## config.mk

```make
export PLATFORM = sky130hd
export DESIGN_NAME = dma_wr_top
export DESIGN_NICKNAME = d
export VERILOG_FILES = /design/src/axi_pkg.sv /design/src/dma_pkg.sv /design/src/burst_if.sv /design/src/burst_queue.sv /design/src/dma_wr_engine.sv /design/src/dma_wr_top.sv /design/src/wr_resp_tracker.sv
export SDC_FILE = /design/constraint.sdc
export NUM_CORES = 1
export LEC_CHECK = 0
export CAP_MARGIN = 25
export CORE_MARGIN = 3
export CORE_UTILIZATION = 39
export CTS_CLUSTER_DIAMETER = 200
export DETAILED_ROUTE_END_ITERATION = 8
export DONT_BUFFER_PORTS = 1
export HOLD_SLACK_MARGIN = 0.08
export PLACE_DENSITY_LB_ADDON = 0.12
export RECOVER_POWER = 100
export SYNTH_ARGS = -nofsm -noshare
export SYNTH_HDL_FRONTEND = slang
export SYNTH_SLANG_ARGS = --single-unit
```

## constraint.sdc

```tcl
create_clock -name aclk -period 2.85 [get_ports aclk]
set_input_delay 0.4275 -clock aclk [delete_from_list [all_inputs] [get_ports aclk]]
set_output_delay 0.4275 -clock aclk [all_outputs]
set_load 0.01 [all_outputs]
```

## src/axi_pkg.sv

```systemverilog
package axi_pkg;

  //////////////////////////////////////////////////////////////////////
  // Bus widths
  //////////////////////////////////////////////////////////////////////

  // Byte address
  localparam int unsigned AXI_ADDR_BITS  = 32;
  // Data bus, one 64 bit word per beat
  localparam int unsigned AXI_DATA_BITS  = 64;
  localparam int unsigned AXI_DATA_BYTES = 8;
  // awsize code, log2 of bytes per beat
  localparam int unsigned AXI_SIZE       = 3;
  // ID field, always driven zero
  localparam int unsigned AXI_ID_BITS    = 4;

  //////////////////////////////////////////////////////////////////////
  // Burst and cache codes
  //////////////////////////////////////////////////////////////////////

  localparam logic [1:0] AXI_BURST_INCR    = 2'b01;
  // Bufferable, modifiable
  localparam logic [3:0] AXI_CACHE_DEFAULT = 4'b0011;

  // Write response codes
  typedef enum logic [1:0] {
    OKAY   = 2'b00,
    EXOKAY = 2'b01,
    SLVERR = 2'b10,
    DECERR = 2'b11
  } axi_resp_e;

endpackage

```

## src/dma_pkg.sv

```systemverilog
package dma_pkg;

  import axi_pkg::*;

  //////////////////////////////////////////////////////////////////////
  // Command fields
  //////////////////////////////////////////////////////////////////////

  // Byte length of one command
  localparam int unsigned LEN_BITS = 20;

  //////////////////////////////////////////////////////////////////////
  // Burst sizing
  //////////////////////////////////////////////////////////////////////

  // Max beats per INCR burst
  localparam int unsigned BURST_BEATS    = 16;
  // Beat count minus one fits here
  localparam int unsigned BURST_LEN_BITS = 4;
  // Address step from one burst to the next
  localparam int unsigned BURST_BYTES    = BURST_BEATS * AXI_DATA_BYTES;
  // Number of full bursts in a command
  localparam int unsigned XFER_CNT_BITS  = LEN_BITS - $clog2(BURST_BYTES);

  // Bursts between AW issue and B response
  localparam int unsigned MAX_OUTSTANDING = 4;

  // Address issue FSM
  typedef enum logic [1:0] {
    IDLE  = 2'd0,
    ISSUE = 2'd1,
    // Waiting for a free outstanding slot
    DRAIN = 2'd2
  } eng_state_e;

endpackage

```

## src/burst_if.sv

```systemverilog
// One record per issued burst
interface burst_if;

  // Record offered
  logic push;
  // Record accepted
  logic ready;
  // Final burst of its command
  logic last;
  // Command wants a completion report
  logic report;

  // Producer side
  modport src (
    output push, last, report,
    input  ready
  );

  // Consumer side
  modport dst (
    input  push, last, report,
    output ready
  );

endinterface

```

## src/burst_queue.sv

```systemverilog
module burst_queue #(
  parameter int unsigned WIDTH = 4,
  parameter int unsigned DEPTH = 4
) (
  input  logic             aclk,
  input  logic             aresetn,

  // Push side
  input  logic             in_valid,
  output logic             in_ready,
  input  logic [WIDTH-1:0] in_data,

  // Pop side
  output logic             out_valid,
  input  logic             out_ready,
  output logic [WIDTH-1:0] out_data
);

  // Entry storage
  logic [WIDTH-1:0] mem [DEPTH];

  logic [$clog2(DEPTH)-1:0] wr_ptr;
  logic [$clog2(DEPTH)-1:0] rd_ptr;
  logic [$clog2(DEPTH+1)-1:0] count;

  logic push;
  logic pop;

  assign in_ready  = (count != DEPTH);
  assign out_valid = (count != '0);
  assign out_data  = mem[rd_ptr];

  assign push = in_valid & in_ready;
  assign pop  = out_valid & out_ready;

  always_ff @(posedge aclk) begin
    if (push) begin
      mem[wr_ptr] <= in_data;
    end
  end

  // Pointers wrap at DEPTH for any depth
  always_ff @(posedge aclk) begin
    if (!aresetn) begin
      wr_ptr <= '0;
      rd_ptr <= '0;
      count  <= '0;
    end else begin
      if (push) begin
        wr_ptr <= (wr_ptr == DEPTH - 1) ? '0 : wr_ptr + 1'b1;
      end
      if (pop) begin
        rd_ptr <= (rd_ptr == DEPTH - 1) ? '0 : rd_ptr + 1'b1;
      end
      // Push and pop together keep the count
      if (push && !pop) begin
        count <= count + 1'b1;
      end else if (pop && !push) begin
        count <= count - 1'b1;
      end
    end
  end

  // Producer must respect full
  a_no_push_full: assert property (@(posedge aclk) disable iff (!aresetn)
    in_valid |-> in_ready);

  // Consumer must respect empty
  a_no_pop_empty: assert property (@(posedge aclk) disable iff (!aresetn)
    out_ready |-> out_valid);

endmodule

```

## src/dma_wr_engine.sv

```systemverilog
module dma_wr_engine
  import axi_pkg::*;
  import dma_pkg::*;
(
  input  logic                      aclk,
  input  logic                      aresetn,

  // Command port
  input  logic                      ctrl_valid,
  output logic                      ctrl_ready,
  input  logic [AXI_ADDR_BITS-1:0]  ctrl_addr,
  input  logic [LEN_BITS-1:0]       ctrl_len,
  input  logic                      ctrl_report,

  // AW channel
  output logic                      awvalid,
  input  logic                      awready,
  output logic [AXI_ADDR_BITS-1:0]  awaddr,
  output logic [AXI_ID_BITS-1:0]    awid,
  output logic [7:0]                awlen,
  output logic [2:0]                awsize,
  output logic [1:0]                awburst,
  output logic [3:0]                awcache,

  // W channel
  output logic [AXI_DATA_BITS-1:0]  wdata,
  output logic [AXI_DATA_BYTES-1:0] wstrb,
  output logic                      wlast,
  output logic                      wvalid,
  input  logic                      wready,

  // Input stream
  input  logic                      s_tvalid,
  output logic                      s_tready,
  input  logic [AXI_DATA_BITS-1:0]  s_tdata,
  input  logic [AXI_DATA_BYTES-1:0] s_tkeep,

  // Issued bursts towards the response side
  burst_if.src                      bq
);

  eng_state_e state;

  // Command split
  logic                      cmd_hs;
  logic [XFER_CNT_BITS-1:0]  cmd_full;
  logic [BURST_LEN_BITS-1:0] cmd_rem;

  // Latched command
  logic [AXI_ADDR_BITS-1:0]  addr_r;
  logic                      report_r;
  logic [XFER_CNT_BITS-1:0]  bursts_left;
  logic [BURST_LEN_BITS-1:0] part_len_r;
  logic                      has_part_r;

  // Address issue
  logic                      aw_hs;
  logic                      aw_final;
  logic                      slot_ok;
  logic [BURST_LEN_BITS-1:0] cur_len;
  logic                      len_in_ready;

  // Beat framing
  logic                      len_valid;
  logic [BURST_LEN_BITS-1:0] len_head;
  logic                      burst_load;
  logic                      burst_active;
  logic [BURST_LEN_BITS-1:0] beats_left;
  logic                      w_hs;

  //////////////////////////////////////////////////////////////////////
  // Command intake
  //////////////////////////////////////////////////////////////////////

  assign ctrl_ready = (state == IDLE);
  assign cmd_hs     = ctrl_valid & ctrl_ready;

  // Length in words: upper bits count full bursts, lower bits the tail
  assign cmd_full = ctrl_len[LEN_BITS-1 -: XFER_CNT_BITS];
  assign cmd_rem  = ctrl_len[AXI_SIZE +: BURST_LEN_BITS];

  always_ff @(posedge aclk) begin
    if (cmd_hs) begin
      addr_r     <= ctrl_addr;
      report_r   <= ctrl_report;
      // Bursts to go after the current one
      bursts_left <= (cmd_rem == '0) ? cmd_full - 1'b1 : cmd_full;
      part_len_r <= cmd_rem - 1'b1;
      has_part_r <= (cmd_rem != '0);
    end else if (aw_hs) begin
      addr_r      <= addr_r + BURST_BYTES;
      bursts_left <= bursts_left - 1'b1;
    end
  end

  //////////////////////////////////////////////////////////////////////
  // Address issue FSM
  //////////////////////////////////////////////////////////////////////

  // Both queues need room, so outstanding bursts stay bounded
  assign slot_ok  = bq.ready & len_in_ready;
  assign aw_final = (bursts_left == '0);

  always_ff @(posedge aclk) begin
    if (!aresetn) begin
      state <= IDLE;
    end else begin
      case (state)
        IDLE: begin
          if (cmd_hs) state <= ISSUE;
        end
        ISSUE: begin
          if (aw_hs && aw_final) begin
            state <= IDLE;
          end else if (!slot_ok) begin
            state <= DRAIN;
          end
        end
        // Stall until a B frees a slot
        DRAIN: begin
          if (slot_ok) state <= ISSUE;
        end
        default: state <= IDLE;
      endcase
    end
  end

  // Short tail only on the final burst
  assign cur_len = (aw_final && has_part_r) ? part_len_r
                                            : BURST_LEN_BITS'(BURST_BEATS - 1);

  // slot_ok only falls after a push, so valid never drops unaccepted
  assign awvalid = (state == ISSUE) & slot_ok;
  assign aw_hs   = awvalid & awready;
  assign awaddr  = addr_r;
  assign awlen   = {{(8 - BURST_LEN_BITS){1'b0}}, cur_len};
  assign awid    = '0;
  assign awsize  = 3'(AXI_SIZE);
  assign awburst = AXI_BURST_INCR;
  assign awcache = AXI_CACHE_DEFAULT;

  // Record per burst to the B side
  assign bq.push   = aw_hs;
  assign bq.last   = aw_final;
  assign bq.report = report_r;

  //////////////////////////////////////////////////////////////////////
  // W beat framing
  //////////////////////////////////////////////////////////////////////

  burst_queue #(
    .WIDTH (BURST_LEN_BITS),
    .DEPTH (MAX_OUTSTANDING)
  ) len_q (
    .aclk      (aclk),
    .aresetn   (aresetn),
    .in_valid  (aw_hs),
    .in_ready  (len_in_ready),
    .in_data   (cur_len),
    .out_valid (len_valid),
    .out_ready (burst_load),
    .out_data  (len_head)
  );

  assign w_hs  = wvalid & wready;
  assign wlast = burst_active & (beats_left == '0);

  // Next burst starts when idle or right on the last beat
  assign burst_load = len_valid & (~burst_active | (w_hs & wlast));

  always_ff @(posedge aclk) begin
    if (!aresetn) begin
      burst_active <= 1'b0;
      beats_left   <= '0;
    end else if (burst_load) begin
      burst_active <= 1'b1;
      beats_left   <= len_head;
    end else if (w_hs) begin
      if (wlast) begin
        burst_active <= 1'b0;
      end else begin
        beats_left <= beats_left - 1'b1;
      end
    end
  end

  // Stream passes straight through inside a burst
  assign wvalid   = s_tvalid & burst_active;
  assign s_tready = wready & burst_active;
  assign wdata    = s_tdata;
  assign wstrb    = s_tkeep;

  // AW payload held while stalled
  a_aw_stable: assert property (@(posedge aclk) disable iff (!aresetn)
    awvalid && !awready |=> awvalid && $stable(awaddr) && $stable(awlen));

endmodule

```

## src/dma_wr_top.sv

```systemverilog
module dma_wr_top
  import axi_pkg::*;
  import dma_pkg::*;
(
  input  logic                      aclk,
  input  logic                      aresetn,

  // Command and completion
  input  logic                      ctrl_valid,
  output logic                      ctrl_ready,
  input  logic [AXI_ADDR_BITS-1:0]  ctrl_addr,
  input  logic [LEN_BITS-1:0]       ctrl_len,
  input  logic                      ctrl_report,
  output logic                      done,
  output logic                      done_err,

  // AXI4 write master
  output logic                      awvalid,
  input  logic                      awready,
  output logic [AXI_ADDR_BITS-1:0]  awaddr,
  output logic [AXI_ID_BITS-1:0]    awid,
  output logic [7:0]                awlen,
  output logic [2:0]                awsize,
  output logic [1:0]                awburst,
  output logic [3:0]                awcache,
  output logic [AXI_DATA_BITS-1:0]  wdata,
  output logic [AXI_DATA_BYTES-1:0] wstrb,
  output logic                      wlast,
  output logic                      wvalid,
  input  logic                      wready,
  input  logic [AXI_ID_BITS-1:0]    bid,
  input  logic [1:0]                bresp,
  input  logic                      bvalid,
  output logic                      bready,

  // AXI4-Stream input
  input  logic                      s_tvalid,
  output logic                      s_tready,
  input  logic [AXI_DATA_BITS-1:0]  s_tdata,
  input  logic [AXI_DATA_BYTES-1:0] s_tkeep
);

  // Engine to queue, queue to tracker
  burst_if aw_bq ();
  burst_if b_bq ();

  logic [1:0] resp_in;
  logic [1:0] resp_out;

  dma_wr_engine u_engine (
    .aclk, .aresetn,
    .ctrl_valid, .ctrl_ready, .ctrl_addr, .ctrl_len, .ctrl_report,
    .awvalid, .awready, .awaddr, .awid, .awlen, .awsize, .awburst, .awcache,
    .wdata, .wstrb, .wlast, .wvalid, .wready,
    .s_tvalid, .s_tready, .s_tdata, .s_tkeep,
    .bq (aw_bq)
  );

  // Record packing, last above report
  assign resp_in     = {aw_bq.last, aw_bq.report};
  assign b_bq.last   = resp_out[1];
  assign b_bq.report = resp_out[0];

  // Bursts between AW and B
  burst_queue #(
    .WIDTH (2),
    .DEPTH (MAX_OUTSTANDING)
  ) resp_q (
    .aclk      (aclk),
    .aresetn   (aresetn),
    .in_valid  (aw_bq.push),
    .in_ready  (aw_bq.ready),
    .in_data   (resp_in),
    .out_valid (b_bq.push),
    .out_ready (b_bq.ready),
    .out_data  (resp_out)
  );

  wr_resp_tracker u_tracker (
    .aclk, .aresetn,
    .bvalid, .bresp, .bready,
    .bq (b_bq),
    .done, .done_err
  );

  // Only ID zero is ever issued
  a_bid_zero: assert property (@(posedge aclk) disable iff (!aresetn)
    bvalid |-> (bid == '0));

endmodule

```

## src/wr_resp_tracker.sv

```systemverilog
module wr_resp_tracker
  import axi_pkg::*;
(
  input  logic       aclk,
  input  logic       aresetn,

  // B channel
  input  logic       bvalid,
  input  logic [1:0] bresp,
  output logic       bready,

  // Outstanding burst records, popped per response
  burst_if.dst       bq,

  // Completion report
  output logic       done,
  output logic       done_err
);

  logic b_hs;
  logic b_bad;
  // Sticky error for the command in progress
  logic err_r;

  //////////////////////////////////////////////////////////////////////
  // Response intake
  //////////////////////////////////////////////////////////////////////

  // Responses always accepted
  assign bready = 1'b1;
  assign b_hs   = bvalid & bready;

  // Each response retires the oldest burst
  assign bq.ready = b_hs;

  // EXOKAY counts as a failure too, no exclusive access here
  assign b_bad = (axi_resp_e'(bresp) != OKAY);

  //////////////////////////////////////////////////////////////////////
  // Error collection and done
  //////////////////////////////////////////////////////////////////////

  always_ff @(posedge aclk) begin
    if (!aresetn) begin
      err_r    <= 1'b0;
      done     <= 1'b0;
      done_err <= 1'b0;
    end else begin
      // Single cycle pulse
      done <= 1'b0;
      if (b_hs) begin
        if (bq.last) begin
          // Command finished, fold in this last response
          done     <= bq.report;
          done_err <= err_r | b_bad;
          err_r    <= 1'b0;
        end else begin
          err_r <= err_r | b_bad;
        end
      end
    end
  end

  // Slave never answers a burst that was not issued
  a_b_outstanding: assert property (@(posedge aclk) disable iff (!aresetn)
    bvalid |-> bq.push);

endmodule

```

==> impl_summary.log, run 1 <==
INFO  metric chipHeight = ~130 um
INFO  metric slowest_stage = edfxtp_1
INFO  metric regArea = 2810 sq um
INFO  metric timing.final.max_slew_violations = 0
INFO  metric synthDistinctLibCells = between 40 and 50
INFO  metric ctsLongestPathBuffers = 2
INFO  metric mappedNetlistArea = ~6000 sq um
INFO  metric num_antenna_cells = 0
INFO  metric drc = 0
INFO  metric synth.yosys.warnings = 0
INFO  metric cts-buffers-inserted = 9
INFO  metric cts_hold_repair.buffers = 0
INFO  metric placementRows = 44
INFO  metric route.vias.total = between 3,000 and 4,000
INFO  metric timing_worst_setup_path_type = reg2out
INFO  metric place.gp.congestion = approximately 0.8
INFO  metric nets = between 600 and 700
INFO  metric worst_path_dominant_cell_family = simple AND/OR/NAND/NOR gates
INFO  metric grt_max_degree = 39
INFO  metric insertion_delay = between 300 and 400 ps
INFO  metric syn_area_per_cell = roughly 10 sq um
INFO  metric detail_route.wirelength = around 12,000 um
INFO  metric power = 4910 uW
INFO  metric hold_violations = 0
INFO  metric layout-area-overhead-vs-synth = -1.00%
INFO  metric worst_slew_margin_rel = 0.309
INFO  metric final.setup.tns = 0 ps
INFO  metric status = complete, no violations
INFO  metric finalSetupViolCount = 0
INFO  metric finClkSkew = 7.63 ps
INFO  metric wl_per_cell = roughly 17 um
INFO  metric path_buf_inv = 1
INFO  metric final.period_utilization = 0.910
INFO  metric max_clock_freq = 385 MHz
INFO  metric cts.root.buffer_cell = clkbuf_16
INFO  metric globalRouteTotalUtil = 0.144
INFO  metric crit_path_max_incr_delay = 520 ps
INFO  metric worst_hold_class = in2reg
INFO  metric grt_pass1_wl = about 19,000 um
INFO  metric antenna_left = 0
INFO  metric rsz0062_at_grt = no
INFO  metric worst_setup_path_end_kind = output pin
INFO  metric port_buffers = 0
INFO  metric crit_chain = inv_1 -> ha_1 -> nor4b_1 -> and3_2 -> nand2_1 -> or2_0
INFO  metric p_per_area = 827 nW/um^2
INFO  metric hold_ws = about 170 ps
INFO  metric tritoncts_num_sinks = 103
INFO  metric worst_ep_arrival_time = around 2200 ps
INFO  metric asyncSetResetFlopFracSynth = 0
INFO  metric top_level_ports = 271
INFO  metric core_region_area = between 10,000 and 15,000 sq um
INFO  metric detailedRoute.firstIterationViolations = about 220
INFO  metric synth_top_flop_cell = edfxtp_1
INFO  metric critical_path.max_fanout = 7
INFO  metric first_pass_iters = 4
INFO  metric layout-drive-gt1-share = 0.0702
INFO  metric ir_worst_vdd = around 0.35 mV
INFO  metric via_count_of_the_first_global_routing_pass = approximately 3,700
INFO  metric detailed_place_hpwl = ~8600 um
INFO  metric initial_utilization = 0.405
INFO  metric max_cap_viol = 0
INFO  metric netlist_instances = approximately 580
INFO  metric most_common_cell_after_layout_fill_and_taps_aside = edfxtp_1
INFO  metric globalRouteOverflowTotal = 0
INFO  metric antenna_violations_before_repair = 0
INFO  metric fillCellCount = approximately 1,500
INFO  metric cp-start-kind = flop
INFO  metric critical_path_required = between 2000 and 2500 ps
INFO  metric mostFrequentLayoutCells = edfxtp_1, nor2_1, nand2_1, xor2_1, dfxtp_1
INFO  metric tightest_slew = between 1000 and 1500 ps
INFO  metric total_leakage_power = between 0.002 and 0.0025 uW
INFO  metric dieWidth = 130 um
INFO  metric clk_transition_reported_paths = ~60 ps
INFO  metric multiInputGateArea = about 2400 sq um
INFO  metric htreeDepth = 3
INFO  metric via_per_inst = around 5.3
INFO  metric synth_enable_flop_cells = between 70 and 80
INFO  metric floorplan.die_area = roughly 17,000 sq um
INFO  metric period_minus_slack = between 2000 and 3000 ps
INFO  metric post_synthesis_register_bit_count = slightly above 100
INFO  metric tritoncts = built
INFO  metric synth-seq-area-share = 0.469
[final cells by class]
class	instances	share of cell area
multi-input combinational	357	0.407
tap	184	0.0388
sequential	103	0.474
clock buffer	13	0.0457
timing repair buffer	12	0.0124
inverter	25	0.0158
clock inverter	3	0.00674
[flip-flops by register name (all words and copies together) (netlist names), 3 cells and up, named ones only]
register and flops:
u_engine.awaddr 32, resp_q.mem 8, u_engine.part_len_r 4, u_engine.len_q.count 3
u_engine.beats_left 4, u_engine.len_q.mem 16, resp_q.count 3, u_engine.bursts_left 13
[cells by family after synthesis]
group	after synthesis	synth area share
compound gates	70	0.0688
xor+xnor	42	0.0613
mux	21	0.0476
fa+ha+maj	21	0.0463
buf+inv	131	0.139
simple gates	185	0.167
other cells	2	0.00125
flops	103	0.469
[stage by stage]
stage	instance area, sq um	setup WS [ps]	util	instances
final	5940	256	0.401	697
after global routing	5940	37.5	0.401	697
after CTS	5970	116	0.403	697
after detailed placement	5660	207	0.382	681
after global placement	5660	287	0.382	681
after floorplan	6060	89.3	-	591
[where the power goes]
| group | leakage, uW | internal, uW | total (uW) | switching, uW |
|---|---|---|---|---|
| logic | 0.00100 | 512 | 1200 | 692 |
| clock network | 0.000155 | 756 | 1290 | 531 |
| registers | 0.000886 | 2020 | 2420 | 397 |
| total | 0.00205 | 3290 | 4910 | 1620 |
[path summary, 6_finish.rpt]
| path | endpoint | from | slack, ps | depth (start not counted) |
|---|---|---|---|---|
| max | awlen[3] | u_engine.bursts_left[0] | 260 | 6 |
| min | u_engine.bq.report | ctrl_report | 170 | 0 |
| max reg2reg | u_engine.len_q.count[2] | u_engine.beats_left[0] | 270 | 10 |
| min reg2reg | u_engine.len_q.rd_ptr[1] | u_engine.len_q.rd_ptr[1] | 510 | 2 |
[timing repair]
item                                    in CTS  in global routing
endpoints found under the setup margin       0                  3
resized for setup                            0                  2
buffers inserted                             0                  0
[cells in the mapped netlist (2+ instances only)]
library cell | count | area, sq um
a211oi_1 | 3 | 22.5
a21oi_1 | 14 | 70.1
a31oi_1 | 13 | 81.3
and2_1 | 11 | 68.8
and3_1 | 11 | 68.8
and4_1 | 4 | 35.0
buf_4 | 91 | 683
clkbuf_1 | 14 | 52.6
conb_1 | 2 | 7.51
dfxtp_1 | 28 | 561
edfxtp_1 | 75 | 2250
fa_1 | 2 | 40.0
ha_1 | 19 | 238
inv_1 | 24 | 90.1
mux2i_1 | 15 | 150
mux4_2 | 6 | 135
nand2_1 | 33 | 124
nand2b_1 | 4 | 25.0
nand3_1 | 16 | 80.1
nand4_1 | 11 | 68.8
nand4b_1 | 2 | 17.5
nor2_1 | 40 | 150
nor3_1 | 14 | 70.1
nor4_1 | 3 | 18.8
nor4b_1 | 4 | 35.0
nor4bb_1 | 2 | 20.0
o21a_1 | 3 | 22.5
o21ai_0 | 26 | 130
o31ai_1 | 8 | 60.1
or2_2 | 5 | 31.3
or3_1 | 10 | 62.6
or3b_2 | 3 | 26.3
or4_1 | 6 | 45.0
xnor2_1 | 10 | 87.6
xor2_1 | 32 | 280
[layer usage]
| metal | share of wire | up-vias | wire length, um | global-route usage |
|---|---|---|---|---|
| met3 | 0.10 | 20 | 1250 | 0.0786 |
| li1 | - | 1801 | - | - |
| met2 | 0.46 | 141 | 5500 | 0.222 |
| met4 | 0.015 | 0 | 184 | 0.0458 |
| met1 | 0.42 | 1758 | 4950 | 0.174 |
| met5 | 0 | - | 0 | 0 |
Power figures use the tool's default switching activity.
==> run 2: changes to the inputs <==
- SYNTH_HIERARCHICAL: not set -> 1
==> run 2 against run 1 <==
Via count grew 4.8%. Power grew 14%. Flip-flop and latch count is the same. Critical endpoint is now awlen[2]. Largest power group unchanged.
==> impl_summary.log, run 2 <==
INFO  metric insertion_delay = 350 ps (about the same)
INFO  metric worst_ep_arrival_time = 2260 ps (was 2170 ps)
INFO  metric dp.cells = 722 (was 681)
INFO  metric route.met2.wl = 5710 um (was 5500 um)
INFO  metric critical_path.max_fanout = 5 (was 7)
INFO  metric ir_worst_vdd = 0.330 mV (was 0.351 mV)
INFO  metric ctsLongestPathBuffers = 2 (unchanged)
INFO  metric detail_route.wirelength = 12,300 um (was 11,900 um)
INFO  metric combinationalPowerShare = 0.287 (was 0.245)
INFO  metric period_minus_slack = 2690 ps (was 2590 ps)
INFO  metric largest_register_ff_count = 32 (unchanged)
INFO  metric most_common_cell_after_layout_fill_and_taps_aside = edfxtp_1 (unchanged)
INFO  metric p_per_area = 908 nW/um^2 (was 827 nW/um^2)
INFO  metric globalRouteTotalUtil = 0.144 (about the same)
INFO  metric grt_max_degree = 59 (was 39)
INFO  metric max_cap_viol = 0 (unchanged)
INFO  metric power.sequential.fraction = 0.470 (was 0.492)
INFO  metric syn_area_per_cell = 10.4 sq um (about the same)
INFO  metric met3_length = 1000 um (was 1250 um)
INFO  metric tritoncts = built (unchanged)
INFO  metric cts.root.buffer_cell = clkbuf_16 (unchanged)
INFO  metric timing_worst_setup_path_type = reg2out (unchanged)
INFO  metric detailedRoute.firstIterationViolations = 138 (was 222)
INFO  metric core_region_area = 15,300 sq um (was 14,800 sq um)
INFO  metric port_buffers = 0 (unchanged)
INFO  metric power.switching_fraction = 0.347 (was 0.330)
INFO  metric cp-start-kind = flop (unchanged)
INFO  metric max_clock_freq = 372 MHz (was 385 MHz)
INFO  metric wirelength_met1 = 5310 um (was 4950 um)
INFO  metric wl_per_cell = 16.7 um (was 17.0 um)
INFO  metric final.period_utilization = 0.944 (was 0.910)
INFO  metric first_pass_iters = 4 (unchanged)
INFO  metric worst_hold_class = in2reg (unchanged)
INFO  metric floorplan.die_area = 17,300 sq um (was 16,900 sq um)
INFO  metric initial_utilization = 0.400 (was 0.405)
INFO  metric rsz0062_at_grt = no (unchanged)
INFO  metric final.setup.worst_slack = 160 ps (was 256 ps)
INFO  metric final_cells = 738 (was 697)
INFO  metric layout-drive-gt1-share = 0.101 (was 0.0702)
INFO  metric r2r-end = u_engine/len_q/count[2] (was u_engine.len_q.count[2])
INFO  metric internal-power = 3650 uW (was 3290 uW)
INFO  metric worst_slew_margin_rel = 0.198 (was 0.309)
INFO  metric cts-buffers-inserted = 9 (unchanged)
INFO  metric mostFrequentLayoutCells = edfxtp_1, nand2_1, o21ai_0, nor2_1 (was edfxtp_1, nor2_1, nand2_1, xor2_1, dfxtp_1)
INFO  metric drc = 0 (unchanged)
INFO  metric timing.rr.start = u_engine/beats_left[1] (was u_engine.beats_left[0])
INFO  metric worstRegToRegCells = 12 (was 10)
INFO  metric clk_transition_reported_paths = 70 ps (was 60 ps)
INFO  metric route.vias.total = 3,899 (was 3,720)
INFO  metric antenna_violations_before_repair = 0 (unchanged)
INFO  metric layout-area-overhead-vs-synth = 0.347% (was -1.00%)
INFO  metric fillCellCount = 1,523 (was 1,465)
INFO  metric antenna_left = 0 (unchanged)
INFO  metric finClkSkew = 8.58 ps (was 7.63 ps)
INFO  metric r2r_setup_slack = 170 ps (was 270 ps)
INFO  metric dpl_ws = 30.2 ps (was 207 ps)
INFO  metric maxUsedRoutingLayer = met4 (unchanged)
INFO  metric synth.yosys.warnings = 6 (was 0)
INFO  metric total_switching_power = 1940 uW (was 1620 uW)
INFO  metric grt_pass1_wl = 20,200 um (was 18,900 um)
INFO  metric tritoncts_num_sinks = 103 (unchanged)
INFO  metric num_antenna_cells = 0 (unchanged)
INFO  metric placementRows = 45 (was 44)
INFO  metric cp-endpoint = awlen[2] (was awlen[3])
INFO  metric timing.final.max_slew_violations = 0 (unchanged)
INFO  metric finalSetupViolCount = 0 (unchanged)
INFO  metric cp-startpoint = u_engine/bursts_left[0] (was u_engine.bursts_left[0])
INFO  metric hold_violations = 0 (unchanged)
INFO  metric globalRouteOverflowTotal = 0 (unchanged)
INFO  metric via_per_inst = 5.28 (was 5.34)
INFO  metric total_leakage_power = 0.00209 uW (was 0.00205 uW)
INFO  metric pwr-share-clk = 0.243 (was 0.262)
INFO  metric detailed_place_hpwl = 8860 um (was 8630 um)
INFO  metric chipHeight = 131 um (was 130 um)
INFO  metric htreeDepth = 3 (unchanged)
INFO  metric worst_setup_path_end_kind = output pin (unchanged)
INFO  metric final.setup.tns = 0 ps (unchanged)
INFO  metric nets = 681 (was 667)
INFO  metric via_count_of_the_first_global_routing_pass = 3,930 (was 3,737)
INFO  metric multiInputGateArea = 2540 sq um (was 2420 sq um)
INFO  metric netlist_instances = 590 (was 575)
INFO  metric dieWidth = 131 um (was 130 um)
INFO  metric tightest_slew = 1200 ps (was 1030 ps)
INFO  metric critical_path_required = 2420 ps (about the same)
INFO  metric status = complete, no violations (unchanged)
INFO  metric regArea = 2820 sq um (was 2810 sq um)
INFO  metric place.gp.congestion = 0.798 (was 0.787)
INFO  metric top_level_ports = 271 (unchanged)
INFO  metric mappedNetlistArea = 6130 sq um (was 6000 sq um)
run 2: stage by stage:
stage          utilization  hold slack, ps  area (sq um)  power, uW
2_1_floorplan            -             441          6190       3900
4_1_cts              0.404             148          6180       5690
3_5_place_dp         0.381             457          5840       4300
6_report             0.402             169          6150       5590
3_3_place_gp         0.381             452          5840       4240
5_1_grt              0.402             151          6150       6010
run 2: cell type report:
cell class	instances	area share
clock inverter	2	0.00203
clock buffer	14	0.0533
timing repair buffer	15	0.0153
inverter	24	0.0146
tap	211	0.0429
sequential	103	0.458
multi-input combinational	369	0.413
run 2: critical path: stages, from the launching register on:
cell and delay [ps]:
edfxtp_1 380, inv_1 110, ha_1 160, or4b_2 620, nor3_4 170, nand2_1 110, or2_0 360
run 2: worst min-delay path by stage:
stage	start	to	slack, ps	depth (start not counted)
after floorplan	u_tracker/err_r	u_tracker/err_r	440	2
after global placement	u_tracker/err_r	u_tracker/err_r	450	2
after detailed placement	u_tracker/err_r	u_tracker/err_r	460	2
after CTS	ctrl_report	u_engine/bq.report	150	0
after global routing	ctrl_report	u_engine/bq.report	150	0
final	ctrl_report	u_engine/bq.report	170	0
run 2: timing repair:
action / 4_1_cts / 5_1_grt
hold buffers: 0 / 0
setup buffers: 0 / 0
endpoints found under the setup margin: 4 / 3
gates resized for setup: 1 / 12
pin swaps: 0 / 1
run 2: power by group through the flow:
| stage | sequential (uW) | combinational [uW] | clock [uW] |
|---|---|---|---|
| floorplan | 2520 | 1390 | 0 |
| global placement | 2640 | 1600 | 0 |
| detailed placement | 2650 | 1650 | 0 |
| CTS | 2620 | 1660 | 1410 |
| global route | 2710 | 1820 | 1470 |
| finish | 2630 | 1600 | 1360 |
run 2: per-layer routing:
| metal | GRT usage | vias to the layer above |
|---|---|---|
| li1 | - | 1873 |
| met1 | 0.170 | 1864 |
| met2 | 0.228 | 132 |
| met3 | 0.0651 | 30 |
| met4 | 0.0601 | 0 |
| met5 | 0 | - |
